==> src/common/obj_pkg.sv <==
`default_nettype none

package obj_pkg;

    typedef logic [9:0]  entry_idx_t;
    typedef logic [14:0] ram_addr_t;
    typedef logic [15:0] ram_word_t;
    // wraps on overflow, like the scroll arithmetic
    typedef logic [11:0] coord_t;
    typedef logic [7:0]  color_t;
    typedef logic [13:0] tile_code_t;
    typedef logic [3:0]  pixel_t;
    // row in [14:7], column of four pixels in [6:0]
    typedef logic [14:0] fb_addr_t;
    // four pixels of {4'b0, color, pixel}
    typedef logic [63:0] fb_word_t;
    typedef logic [7:0]  fb_be_t;

    typedef enum logic [3:0] {
        ST_IDLE,
        ST_READ_START,
        ST_READ,
        ST_EVAL,
        ST_CHECK,
        ST_TILE_REQ,
        ST_TILE_WAIT,
        ST_DRAW_WAIT,
        ST_DRAW_WRITE
    } obj_state_t;

    // entries placed beyond these are not drawn
    localparam int X_LIMIT = 480;
    localparam int Y_LIMIT = 240;

    localparam int TILE_BEATS = 16;

endpackage

`default_nettype wire

==> src/logic/obj_pacer.sv <==
`timescale 1ns/10ps
`default_nettype none

module obj_pacer #(
    parameter int ENTRY_COUNT = 835,
    parameter int PACE_SHIFT  = 8
) (
    input  wire                 clk,
    input  wire                 reset,
    input  wire                 start,
    input  wire                 next,
    output obj_pkg::entry_idx_t entry_idx,
    output logic                entry_go,
    output logic                list_end
);

    // one spare top bit so the count can saturate past the last entry
    localparam int CW = $clog2(ENTRY_COUNT + 1) + PACE_SHIFT + 1;

    logic [CW-1:0] cycle_cnt;

    always_ff @(posedge clk) begin
        if (reset) begin
            cycle_cnt <= '0;
            entry_idx <= '0;
        end else if (start) begin
            cycle_cnt <= '0;
            entry_idx <= '0;
        end else begin
            if (!cycle_cnt[CW-1]) begin
                cycle_cnt <= cycle_cnt + 1'b1;
            end
            if (next) begin
                entry_idx <= entry_idx + 1'b1;
            end
        end
    end

    // entry n may start from cycle n << PACE_SHIFT
    assign entry_go = (cycle_cnt >> PACE_SHIFT) >= CW'(entry_idx);
    assign list_end = entry_idx == obj_pkg::entry_idx_t'(ENTRY_COUNT);

endmodule

`default_nettype wire

==> src/obj/obj_entry_eval.sv <==
`timescale 1ns/10ps
`default_nettype none

module obj_entry_eval (
    input  wire                              clk,
    input  wire                              reset,
    input  wire                              eval,
    input  wire                              check,
    input  wire obj_pkg::ram_word_t [7:0]    entry_words,
    output obj_pkg::coord_t                  pos_x,
    output obj_pkg::coord_t                  pos_y,
    output obj_pkg::color_t                  color,
    output logic                             flip_x,
    output obj_pkg::tile_code_t              tile_code,
    output logic                             in_bounds
);

    obj_pkg::ram_word_t w4;
    obj_pkg::ram_word_t w6;
    obj_pkg::coord_t    in_x, in_y;
    obj_pkg::coord_t    master_x, master_y;
    obj_pkg::coord_t    extra_x, extra_y;
    obj_pkg::coord_t    base_x, base_y;
    obj_pkg::coord_t    scroll_x, scroll_y;
    obj_pkg::coord_t    base_x_n, base_y_n;
    logic               prev_seq;
    logic               refresh;

    assign w4   = entry_words[4];
    assign w6   = entry_words[6];
    assign in_x = entry_words[6][11:0];
    assign in_y = entry_words[7][11:0];

    // scroll seen by this entry, before its own latch bits take effect
    assign scroll_x = w6[15] ? '0 : master_x + (w6[14] ? '0 : extra_x);
    assign scroll_y = w6[15] ? '0 : master_y + (w6[14] ? '0 : extra_y);

    // base moves only on the first entry of a sequence
    assign refresh  = w4[11] & ~prev_seq;
    assign base_x_n = refresh ? in_x + scroll_x : base_x;
    assign base_y_n = refresh ? in_y + scroll_y : base_y;

    always_ff @(posedge clk) begin
        if (reset) begin
            master_x  <= '0;
            master_y  <= '0;
            extra_x   <= '0;
            extra_y   <= '0;
            base_x    <= '0;
            base_y    <= '0;
            prev_seq  <= 1'b0;
            pos_x     <= '0;
            pos_y     <= '0;
            color     <= '0;
            in_bounds <= 1'b0;
        end else begin
            if (eval) begin
                if (w6[13]) begin
                    master_x <= in_x;
                    master_y <= in_y;
                end
                if (w6[12]) begin
                    extra_x <= in_x;
                    extra_y <= in_y;
                end
                base_x   <= base_x_n;
                base_y   <= base_y_n;
                prev_seq <= w4[11];

                pos_y <= w4[12] ? pos_y + 12'd16 : base_y_n;
                pos_x <= (w4[14] | w4[15]) ? pos_x + {7'd0, w4[15], 4'd0} : base_x_n;

                // bit 10 keeps the previous colour
                if (!w4[10]) begin
                    color <= w4[7:0];
                end
            end
            if (check) begin
                in_bounds <= (int'(pos_x) <= obj_pkg::X_LIMIT) &&
                             (int'(pos_y) <= obj_pkg::Y_LIMIT);
            end
        end
    end

    always_ff @(posedge clk) begin
        if (eval) begin
            flip_x    <= w4[8];
            tile_code <= entry_words[0][13:0];
        end
    end

endmodule

`default_nettype wire

==> src/obj/obj_tile_shifter.sv <==
`timescale 1ns/10ps
`default_nettype none

module obj_tile_shifter (
    input  wire                  clk,
    input  wire                  reset,
    input  wire                  load_start,
    input  wire                  load,
    input  wire obj_pkg::fb_word_t tile_data,
    input  wire obj_pkg::coord_t pos_x,
    input  wire obj_pkg::coord_t pos_y,
    input  wire obj_pkg::color_t color,
    input  wire                  flip_x,
    output logic                 word_ready,
    output obj_pkg::fb_word_t    word,
    output obj_pkg::fb_be_t      be,
    output obj_pkg::fb_addr_t    addr,
    output logic                 last,
    input  wire                  take
);

    obj_pkg::pixel_t        pix [16][16];
    obj_pkg::pixel_t [19:0] row_buf;
    obj_pkg::pixel_t [19:0] cur_row;
    logic [3:0]             beat_cnt;
    logic [3:0]             row;
    logic [2:0]             col;
    logic                   last_beat;
    logic                   emit;

    // tile row placed after x[1:0] empty slots, mirrored on flip_x
    function automatic obj_pkg::pixel_t [19:0] build_row(input logic [3:0] r);
        obj_pkg::pixel_t [19:0] slots;
        slots = '0;
        for (int i = 0; i < 16; i++) begin
            slots[i + int'(pos_x[1:0])] = flip_x ? pix[r][15 - i] : pix[r][i];
        end
        return slots;
    endfunction

    assign last_beat = load && (beat_cnt == 4'(obj_pkg::TILE_BEATS - 1));
    // first word leaves on the last beat, the rest on each take
    assign emit      = !load_start && (last_beat || (take && word_ready && !last));
    // row 0 is long since stored when the last beat lands
    assign cur_row   = last_beat ? build_row(4'd0) : row_buf;

    always_ff @(posedge clk) begin
        if (reset || load_start) begin
            beat_cnt   <= '0;
            word_ready <= 1'b0;
            row        <= '0;
            col        <= '0;
            last       <= 1'b0;
        end else begin
            if (load) begin
                beat_cnt <= beat_cnt + 1'b1;
            end
            if (emit) begin
                word_ready <= 1'b1;
                last       <= (row == 4'd15) && (col == 3'd4);
                if (col == 3'd4) begin
                    col <= '0;
                    row <= row + 1'b1;
                end else begin
                    col <= col + 1'b1;
                end
            end else if (take) begin
                word_ready <= 1'b0;
            end
        end
    end

    always_ff @(posedge clk) begin
        if (load) begin
            for (int i = 0; i < 16; i++) begin
                pix[beat_cnt][i] <= tile_data[4*i +: 4];
            end
        end

        if (emit) begin
            for (int k = 0; k < 4; k++) begin
                word[16*k +: 16] <= {4'd0, color, cur_row[k]};
                be[2*k +: 2]     <= {2{|cur_row[k]}};
            end
            addr <= {pos_y[7:0], pos_x[8:2]} + {4'd0, row, 4'd0, col};
            if (col == 3'd4) begin
                row_buf <= build_row(row + 1'b1);
            end else begin
                row_buf <= cur_row >> 16;
            end
        end
    end

endmodule

`default_nettype wire

==> src/obj/obj_sequencer.sv <==
`timescale 1ns/10ps
`default_nettype none

module obj_sequencer (
    input  wire                           clk,
    input  wire                           reset,
    input  wire                           frame_start,
    input  wire obj_pkg::entry_idx_t      entry_idx,
    input  wire                           entry_go,
    input  wire                           list_end,
    output logic                          start,
    output logic                          next,
    output obj_pkg::ram_addr_t            ram_addr,
    input  wire obj_pkg::ram_word_t       ram_data,
    output logic                          eval,
    output logic                          check,
    output obj_pkg::ram_word_t [7:0]      entry_words,
    input  wire                           in_bounds,
    input  wire obj_pkg::tile_code_t      tile_code,
    output logic                          tile_read,
    output obj_pkg::tile_code_t           tile_code_out,
    input  wire                           tile_valid,
    output logic                          load_start,
    output logic                          load,
    input  wire                           word_ready,
    input  wire obj_pkg::fb_word_t        word,
    input  wire obj_pkg::fb_be_t          be,
    input  wire obj_pkg::fb_addr_t        addr,
    input  wire                           last,
    output logic                          take,
    output logic                          fb_write,
    input  wire                           fb_busy,
    output obj_pkg::fb_addr_t             fb_addr,
    output obj_pkg::fb_word_t             fb_data,
    output obj_pkg::fb_be_t               fb_be,
    output logic                          busy
);

    obj_pkg::obj_state_t state;
    logic [3:0]          rd_cnt;
    logic [3:0]          rd_prev;
    logic                draw_ok;

    // word k is addressed at rd_cnt k and returns at rd_cnt k+1
    assign rd_prev  = rd_cnt - 4'd1;
    assign ram_addr = {2'b00, entry_idx, rd_cnt[2:0]};

    assign draw_ok = (tile_code != '0) && in_bounds;

    assign start      = frame_start;
    assign next       = (state == obj_pkg::ST_READ) && (rd_cnt == 4'd8);
    assign eval       = state == obj_pkg::ST_EVAL;
    assign check      = state == obj_pkg::ST_CHECK;
    assign tile_read  = (state == obj_pkg::ST_TILE_REQ) && draw_ok;
    assign load_start = tile_read;
    assign tile_code_out = tile_code;
    assign load       = tile_valid && (state == obj_pkg::ST_TILE_WAIT);
    assign fb_write   = state == obj_pkg::ST_DRAW_WRITE;
    assign take       = fb_write && !fb_busy;
    assign busy       = state != obj_pkg::ST_IDLE;

    always_ff @(posedge clk) begin
        if (reset) begin
            state  <= obj_pkg::ST_IDLE;
            rd_cnt <= '0;
        end else if (frame_start) begin
            // a new frame abandons whatever the pass was doing
            state <= obj_pkg::ST_READ_START;
        end else begin
            case (state)
                obj_pkg::ST_IDLE: begin
                    state <= obj_pkg::ST_IDLE;
                end
                obj_pkg::ST_READ_START: begin
                    if (list_end) begin
                        state <= obj_pkg::ST_IDLE;
                    end else if (entry_go) begin
                        rd_cnt <= '0;
                        state  <= obj_pkg::ST_READ;
                    end
                end
                obj_pkg::ST_READ: begin
                    rd_cnt <= rd_cnt + 1'b1;
                    if (rd_cnt == 4'd8) begin
                        state <= obj_pkg::ST_EVAL;
                    end
                end
                obj_pkg::ST_EVAL: begin
                    state <= obj_pkg::ST_CHECK;
                end
                obj_pkg::ST_CHECK: begin
                    state <= obj_pkg::ST_TILE_REQ;
                end
                obj_pkg::ST_TILE_REQ: begin
                    state <= draw_ok ? obj_pkg::ST_TILE_WAIT : obj_pkg::ST_READ_START;
                end
                obj_pkg::ST_TILE_WAIT: begin
                    if (word_ready) begin
                        state <= obj_pkg::ST_DRAW_WAIT;
                    end
                end
                obj_pkg::ST_DRAW_WAIT: begin
                    if (word_ready) begin
                        state <= obj_pkg::ST_DRAW_WRITE;
                    end
                end
                obj_pkg::ST_DRAW_WRITE: begin
                    // write held until the framebuffer takes it
                    if (!fb_busy) begin
                        state <= last ? obj_pkg::ST_READ_START : obj_pkg::ST_DRAW_WAIT;
                    end
                end
                default: begin
                    state <= obj_pkg::ST_IDLE;
                end
            endcase
        end
    end

    always_ff @(posedge clk) begin
        if ((state == obj_pkg::ST_READ) && (rd_cnt != 4'd0)) begin
            entry_words[rd_prev[2:0]] <= ram_data;
        end
        if ((state == obj_pkg::ST_DRAW_WAIT) && word_ready) begin
            fb_addr <= addr;
            fb_data <= word;
            fb_be   <= be;
        end
    end

endmodule

`default_nettype wire

==> src/obj/obj_engine.sv <==
`timescale 1ns/10ps
`default_nettype none

module obj_engine #(
    parameter int ENTRY_COUNT = 835,
    parameter int PACE_SHIFT  = 8
) (
    input  wire                      clk,
    input  wire                      reset,
    input  wire                      frame_start,
    output obj_pkg::ram_addr_t       ram_addr,
    input  wire obj_pkg::ram_word_t  ram_data,
    output logic                     tile_read,
    output obj_pkg::tile_code_t      tile_code,
    input  wire                      tile_valid,
    input  wire obj_pkg::fb_word_t   tile_data,
    output logic                     fb_write,
    input  wire                      fb_busy,
    output obj_pkg::fb_addr_t        fb_addr,
    output obj_pkg::fb_word_t        fb_data,
    output obj_pkg::fb_be_t          fb_be,
    output logic                     busy
);

    obj_pkg::entry_idx_t      entry_idx;
    logic                     entry_go;
    logic                     list_end;
    logic                     start;
    logic                     next;
    logic                     eval;
    logic                     check;
    obj_pkg::ram_word_t [7:0] entry_words;
    obj_pkg::coord_t          pos_x;
    obj_pkg::coord_t          pos_y;
    obj_pkg::color_t          color;
    logic                     flip_x;
    obj_pkg::tile_code_t      eval_tile_code;
    logic                     in_bounds;
    logic                     load_start;
    logic                     load;
    logic                     word_ready;
    obj_pkg::fb_word_t        word;
    obj_pkg::fb_be_t          be;
    obj_pkg::fb_addr_t        addr;
    logic                     last;
    logic                     take;

    obj_pacer #(
        .ENTRY_COUNT (ENTRY_COUNT),
        .PACE_SHIFT  (PACE_SHIFT)
    ) u_pacer (
        .clk       (clk),
        .reset     (reset),
        .start     (start),
        .next      (next),
        .entry_idx (entry_idx),
        .entry_go  (entry_go),
        .list_end  (list_end)
    );

    obj_sequencer u_sequencer (
        .clk           (clk),
        .reset         (reset),
        .frame_start   (frame_start),
        .entry_idx     (entry_idx),
        .entry_go      (entry_go),
        .list_end      (list_end),
        .start         (start),
        .next          (next),
        .ram_addr      (ram_addr),
        .ram_data      (ram_data),
        .eval          (eval),
        .check         (check),
        .entry_words   (entry_words),
        .in_bounds     (in_bounds),
        .tile_code     (eval_tile_code),
        .tile_read     (tile_read),
        .tile_code_out (tile_code),
        .tile_valid    (tile_valid),
        .load_start    (load_start),
        .load          (load),
        .word_ready    (word_ready),
        .word          (word),
        .be            (be),
        .addr          (addr),
        .last          (last),
        .take          (take),
        .fb_write      (fb_write),
        .fb_busy       (fb_busy),
        .fb_addr       (fb_addr),
        .fb_data       (fb_data),
        .fb_be         (fb_be),
        .busy          (busy)
    );

    obj_entry_eval u_entry_eval (
        .clk         (clk),
        .reset       (reset),
        .eval        (eval),
        .check       (check),
        .entry_words (entry_words),
        .pos_x       (pos_x),
        .pos_y       (pos_y),
        .color       (color),
        .flip_x      (flip_x),
        .tile_code   (eval_tile_code),
        .in_bounds   (in_bounds)
    );

    obj_tile_shifter u_tile_shifter (
        .clk        (clk),
        .reset      (reset),
        .load_start (load_start),
        .load       (load),
        .tile_data  (tile_data),
        .pos_x      (pos_x),
        .pos_y      (pos_y),
        .color      (color),
        .flip_x     (flip_x),
        .word_ready (word_ready),
        .word       (word),
        .be         (be),
        .addr       (addr),
        .last       (last),
        .take       (take)
    );

endmodule

`default_nettype wire

==> config.mk <==
export PLATFORM = sky130hd
export DESIGN_NAME = obj_engine
export DESIGN_NICKNAME = d
export VERILOG_FILES = /design/src/common/obj_pkg.sv /design/src/logic/obj_pacer.sv /design/src/obj/obj_entry_eval.sv /design/src/obj/obj_tile_shifter.sv /design/src/obj/obj_sequencer.sv /design/src/obj/obj_engine.sv
export SDC_FILE = /design/constraint.sdc
export NUM_CORES = 2
export LEC_CHECK = 0
export BUFFER_PORTS_ARGS = -buffer_cell sky130_fd_sc_hd__clkbuf_2
export CORE_MARGIN = 2
export CORE_UTILIZATION = 50
export DETAILED_ROUTE_END_ITERATION = 7
export PLACE_DENSITY = 0.72
export SLEW_MARGIN = 20
export SYNTH_ARGS = -nofsm -noshare
export SYNTH_HDL_FRONTEND = slang
export SYNTH_HIERARCHICAL = 1
export SYNTH_SLANG_ARGS = --single-unit
export TNS_END_PERCENT = 20
==> constraint.sdc <==
create_clock -name clk -period 4.6 [get_ports clk]
set_clock_uncertainty 0.1 [all_clocks]
set_input_delay 0.23 -clock clk [delete_from_list [all_inputs] [get_ports clk]]
set_output_delay 0.23 -clock clk [all_outputs]
set_load 0.02 [all_outputs]
==> Word-level counts from Yosys, hierarchy flattened <==
Memory sizes are Yosys's and may differ from the RTL's.
Cells that the tools add are included.
{ "word_totals": {"mem_bits_ro": 0, "mem_count": 1, "reg_bits": 519, "input_bits": 85, "latch_bits": 0, "mem_bits_rw": 1024} }
{ "memory_table": {"columns": ["memory", "depth", "word_bits", "rd", "rd_clocked_by_memory_dff", "wr", "line_no", "rtl"], "rows": [
  ["u_tile_shifter.pix", 16, 64, 2, 0, 1, "obj_tile_shifter.sv:22", "obj_pkg::pixel_t pix [16][16];"]
]} }
{ "classes": {"n_shift": 0, "multipliers": 0, "addsub": 29, "magnitude_cmp": 37, "reduce_logical": 52, "bitwise": 7, "n_div": 0, "n_mux": 126, "n_eq_ne": 25} }
{ "ops": {"columns": ["cell", "n"], "rows": [
  ["80-bit bitwise mux", 30],
  ["32-bit by 1-bit greater-or-equal comparator with 1-bit output (second input constant)", 15],
  ["32-bit by 7-bit less-than comparator with 1-bit output (second input constant)", 15],
  ["4-bit demux with 5-bit select", 15],
  ["4-bit 2-to-1 mux", 56],
  ["80-bit by 16-bit bitwise AND with 80-bit output", 2],
  ["128-bit bitwise mux", 1],
  ["12-bit 2-to-1 mux", 8],
  ["80-bit 2-to-1 mux", 1],
  ["64-bit 2-to-1 mux", 1],
  ["12-bit adder", 4],
  ["16-bit demux with 3-bit select", 1],
  ["4-bit by 2-bit adder with 5-bit output (first input constant)", 8],
  ["4-bit one-hot mux with 8 select lines", 1],
  ["1-bit logical AND", 30],
  ["19-bit by 1-bit adder with 19-bit output (second input constant)", 1],
  ["19-bit 2-to-1 mux", 1],
  ["3-bit by 2-bit adder with 4-bit output (first input constant)", 4],
  ["4-bit by 3-bit equality test with 1-bit output (second input constant)", 4],
  ["4-bit equality test (second input constant)", 4],
  ["16-bit 2-to-1 mux", 1],
  ["4-bit OR reduction", 4],
  ["15-bit by 11-bit adder with 15-bit output", 1],
  ["14-bit nonzero test", 1],
  ["other kinds (39)", 67]
]} }

==> Depth between registers and ports, before layout <==
{ "depth": {"depth_word": 22, "ltp_mapped": 20} }

==> By module <==
The synthesis kept the hierarchy.
{ "modules_own_cells": {"columns": ["mod", "area_each_um2", "n_inst", "cells_per_inst", "seq_area_each_um2"], "rows": [
  ["obj_tile_shifter", 52640.5, 1, 3337, 34703.3],
  ["obj_sequencer", 7474.7, 1, 357, 6616.3],
  ["obj_entry_eval", 6930.4, 1, 839, 2572.5],
  ["obj_pacer", 1557.7, 1, 178, 580.6]
]} }

==> Worst setup path before layout <==
Ideal clock, no wire load.
{ "synth_timing": {"path_type": "register -> register", "start": "register u_sequencer.state[2]", "end": "register u_tile_shifter.addr[0] (enable)", "path_slack_ns": -0.416, "t_arrival_ns": 4.439, "setup_ns": 0.477, "synth_period_minus_slack_ns": 5.016, "path_stages_with_launch": 10, "path_cell_list": "dfxtp_1 > clkbuf_1 > nand2_1 > nor4b_1 > clkbuf_1 > and3_1 > nand2_1 > a21o_1 > clkbuf_1 > inv_1"} }
{ "synth_between": {"elab_cells_between_ends": 12} }
{ "synth_lines": {"columns": ["item", "line_no", "rtl"], "rows": [
  ["start, declared", "obj_sequencer.sv:39", "obj_pkg::obj_state_t state;"],
  ["start signal, assigned", "obj_sequencer.sv:64", "state <= obj_pkg::ST_IDLE;"],
  ["start signal, assigned", "obj_sequencer.sv:68", "state <= obj_pkg::ST_READ_START;"],
  ["start signal, assigned", "obj_sequencer.sv:72", "state <= obj_pkg::ST_IDLE;"],
  ["4-bit by 3-bit equality test with 1-bit output", "obj_sequencer.sv:57", "assign load = tile_valid && (state == obj_pkg::ST_TILE_WAIT);"],
  ["1-bit logical AND", "obj_sequencer.sv:57", null],
  ["via load", "obj_engine.sv:40", "logic load;"],
  ["1-bit logical AND", "obj_tile_shifter.sv:41", "assign last_beat = load && (beat_cnt == 4'(obj_pkg::TILE_BEATS - 1));"],
  ["1-bit logical OR", "obj_tile_shifter.sv:43", "assign emit = !load_start && (last_beat || (take && word_ready && !last));"],
  ["1-bit logical AND", "obj_tile_shifter.sv:43", null],
  ["via u_tile_shifter.emit", "obj_tile_shifter.sv:29", "logic emit;"],
  ["end signal, assigned", "obj_tile_shifter.sv:85", "addr <= {pos_y[7:0], pos_x[8:2]} + {4'd0, row, 4'd0, col};"],
  ["end, declared", "obj_tile_shifter.sv:17", "output obj_pkg::fb_addr_t addr,"]
]} }
The timed path passes the listed nets, and every way through them passes these cells.
A chain may end at the register's enable or synchronous reset.

==> Worst setup path in the final report <==
{ "layout_timing": {"start": "register u_sequencer/entry_words[110] (netlist bit)", "end": "register u_entry_eval.pos_x[10]"} }
{ "layout_between": {"elab_chain_cells": 6} }
{ "layout_lines": {"columns": ["item", "line_no", "rtl"], "rows": [
  ["start, declared", "obj_sequencer.sv:17", "output obj_pkg::ram_word_t [7:0] entry_words,"],
  ["start signal, assigned by index", "obj_sequencer.sv:122", "entry_words[rd_prev[2:0]] <= ram_data;"],
  ["12-bit 2-to-1 mux", "obj_entry_eval.sv:35", "assign scroll_x = w6[15] ? '0 : master_x + (w6[14] ? '0 : extra_x);"],
  ["12-bit adder", "obj_entry_eval.sv:35", null],
  ["12-bit 2-to-1 mux", "obj_entry_eval.sv:35", null],
  ["12-bit adder", "obj_entry_eval.sv:40", "assign base_x_n = refresh ? in_x + scroll_x : base_x;"],
  ["12-bit 2-to-1 mux", "obj_entry_eval.sv:40", null],
  ["12-bit 2-to-1 mux", "obj_entry_eval.sv:71", "pos_x <= (w4[14] | w4[15]) ? pos_x + {7'd0, w4[15], 4'd0} : base_x_n;"],
  ["end signal, assigned", "obj_entry_eval.sv:71", null],
  ["end, declared", "obj_entry_eval.sv:10", "output obj_pkg::coord_t pos_x,"]
]} }
No other way between the ends.

==> impl_results.md <==
* Final nets at just over 5000
* Gp weighted congestion at ~1.0
* Clk Latency, worst-skew pair at slightly above 800 ps
* P_leak at between 20 and 30 nW
* Antenna violations before repair at 3
* # resized after CTS at 0
* CTS tree: built
* Final min period at around 4200 ps
* TritonCTS buffer count at between 100 and 150
* Grt ovf at 0
* Worst setup slack after placement at 283 ps
* Final setup violation count at 0
* Cells after Synth at around 4600
* RSZ-0062 raised after global routing: no
* DR iter-0 viols at between 5000 and 6000
* Chip Width at 368 um
* Layout area overhead at 14.5%
* Final Total Pwr at roughly 27 mW
* Period utilisation layout at 91.9%
* Peak VDD IR at 0.000368 V
* DP Wirelength at 129000 um
* Fin. Hold Viols at 0
* Height of the die at between 300 and 400 um
* Row Count at between 100 and 150
* # DRC at 0
* Final worst slack at around 370 ps
* Crit. End Element: flip-flop
* I/O Buffers at around 200
* Wirelength, routed at between 200000 and 250000 um
* Vias at about 44000
* Most frequent cells in the layout: edfxtp_1, nand2_1, nor2_1
* Slew headroom at about 29%
* Die Area at around 140000 um2
* Power per cell area at about 350 nW/um2
* First-pass detailed-route iteration total at 6
* Launch point of the worst path: u_sequencer/entry_words[110]$_DFFE_PP_
* Placed Instances at 6454
* Critical path arrival at 4770 ps
* Clock sink count at roughly 1500
* Proportion of layout cells with a drive suffix above 1 at between 20% and 30%
* Critical Path RT at roughly 5100 ps
* Final Max Slew Viols at 0
* RR Startpoint: u_sequencer/entry_words[110]$_DFFE_PP_
* Most common cell after layout, fill and taps aside: edfxtp_1
* CTS root buffer: clkbuf_16
* Detail Route Antenna Nets at 0
* Longest Clk Path Bufs at 3
* I/O Pins at 204
* Final TNS setup at 0 ps
* Mapped Area at 66400 um2
* Hold path start: ram_data[15]
* WS Path Type: reg -> reg
* Routed WL per cell at roughly 30 um
* Core box area at about 130000 um2
* Max_cap viols at 0
* Syn Area/Cell at ~14 um2
* First-pass GRT wire length at between 200000 and 300000 um
* Worst setup SP type: flip-flop
* Post-layout instance count excluding filler cells at slightly below 7000
* Starting Density at 50.5%
* FMAX at about 0.24 GHz
* DR vias/cell at 6.48
* Status: finished clean
* Clk pin slew, worst setup/hold paths at around 60 ps
* Synth Warn # at 6
* H-tree levels at 4
* CP Max Fanout at 6
* Worst hold-check path type: in -> reg
* Worst-Margin Slew at between 1000 and 1500 ps
* Fin util at between 50% and 60%
* Pin count of the biggest net entering global routing at 106
* GRT Util Overall at approximately 29%
* Vias in the first global route at approximately 43000
## worst max-delay path: stages (launching register included)
cell,delay [ps]
edfxtp_1,400
buf_4,180
buf_4,130
nor2b_1,100
ha_1,290
and4_1,230
a221o_1,320
a21o_1,210
a21o_1,170
a21oi_1,170
mux2_1,350
ha_1,330
inv_1,110
nor2_1,50
a41o_1,210
a311oi_1,360
mux2i_1,120
nor3_1,150
a2111oi_0,90
## path summary, 6_finish.rpt
| check | end | slack [ps] | cells past startpoint |
|---|---|---|---|
| worst max register to register | u_entry_eval/pos_x[10]$_SDFFE_PP0P_ | 370 | 18 |
| worst max-delay path | u_entry_eval/pos_x[10]$_SDFFE_PP0P_ | 370 | 18 |
| worst min-delay path | u_sequencer/entry_words[111]$_DFFE_PP_ | 90 | 2 |
| worst min register to register | u_sequencer/fb_data[19]$_DFFE_PP_ | 320 | 0 |
## state kept, by name, summed over array words and instances, names as in the netlist, 14 cells and up
signal                   flops
u_tile_shifter/addr         15
u_tile_shifter/pix        1024
u_tile_shifter/row_buf      80
u_sequencer/entry_words     56
u_tile_shifter/word         24
u_sequencer/fb_data         64
u_sequencer/fb_addr         15
u_pacer/cycle_cnt           19
u_entry_eval/tile_code      14
## through the flow
stage	instance area (um2)	hold WS, ps
floorplan	66500	207
detailed placement	70200	305
finish	76000	94.3
CTS	76000	37.9
global route	76000	79.7
global placement	70200	301
## cell type report
cell class                      count  area [um2]
Clock inverter                     89        1040
Fill cell                       10000       55600
Multi-Input combinational cell   2760       22300
Inverter                           52         201
Sequential cell                  1461       42300
Timing Repair Buffer              515        4060
Antenna cell                        2        5.00
Tap cell                         1755        2200
Clock buffer                      180        3920
## report_power, final
group          switching [mW]  internal [mW]
Sequential            0.00592           14.4
Clock                    5.29           6.95
Combinational           0.215         0.0941
## per-layer routing
layer  up-vias  share of wire (%)  GRT usage, %
li1      18800                  -             -
met1     22300                 40          41.2
met2      2539                 46          45.1
met3       485                9.7          6.13
met4         4                4.3          12.0
met5         -              0.013             0
## what timing repair did
item,CTS,global route
setup endpoints to repair,0,5
buffers inserted,0,2
hold buffers,86,0
endpoints found under the hold margin,1134,0
(Power assumes the default switching activity.)
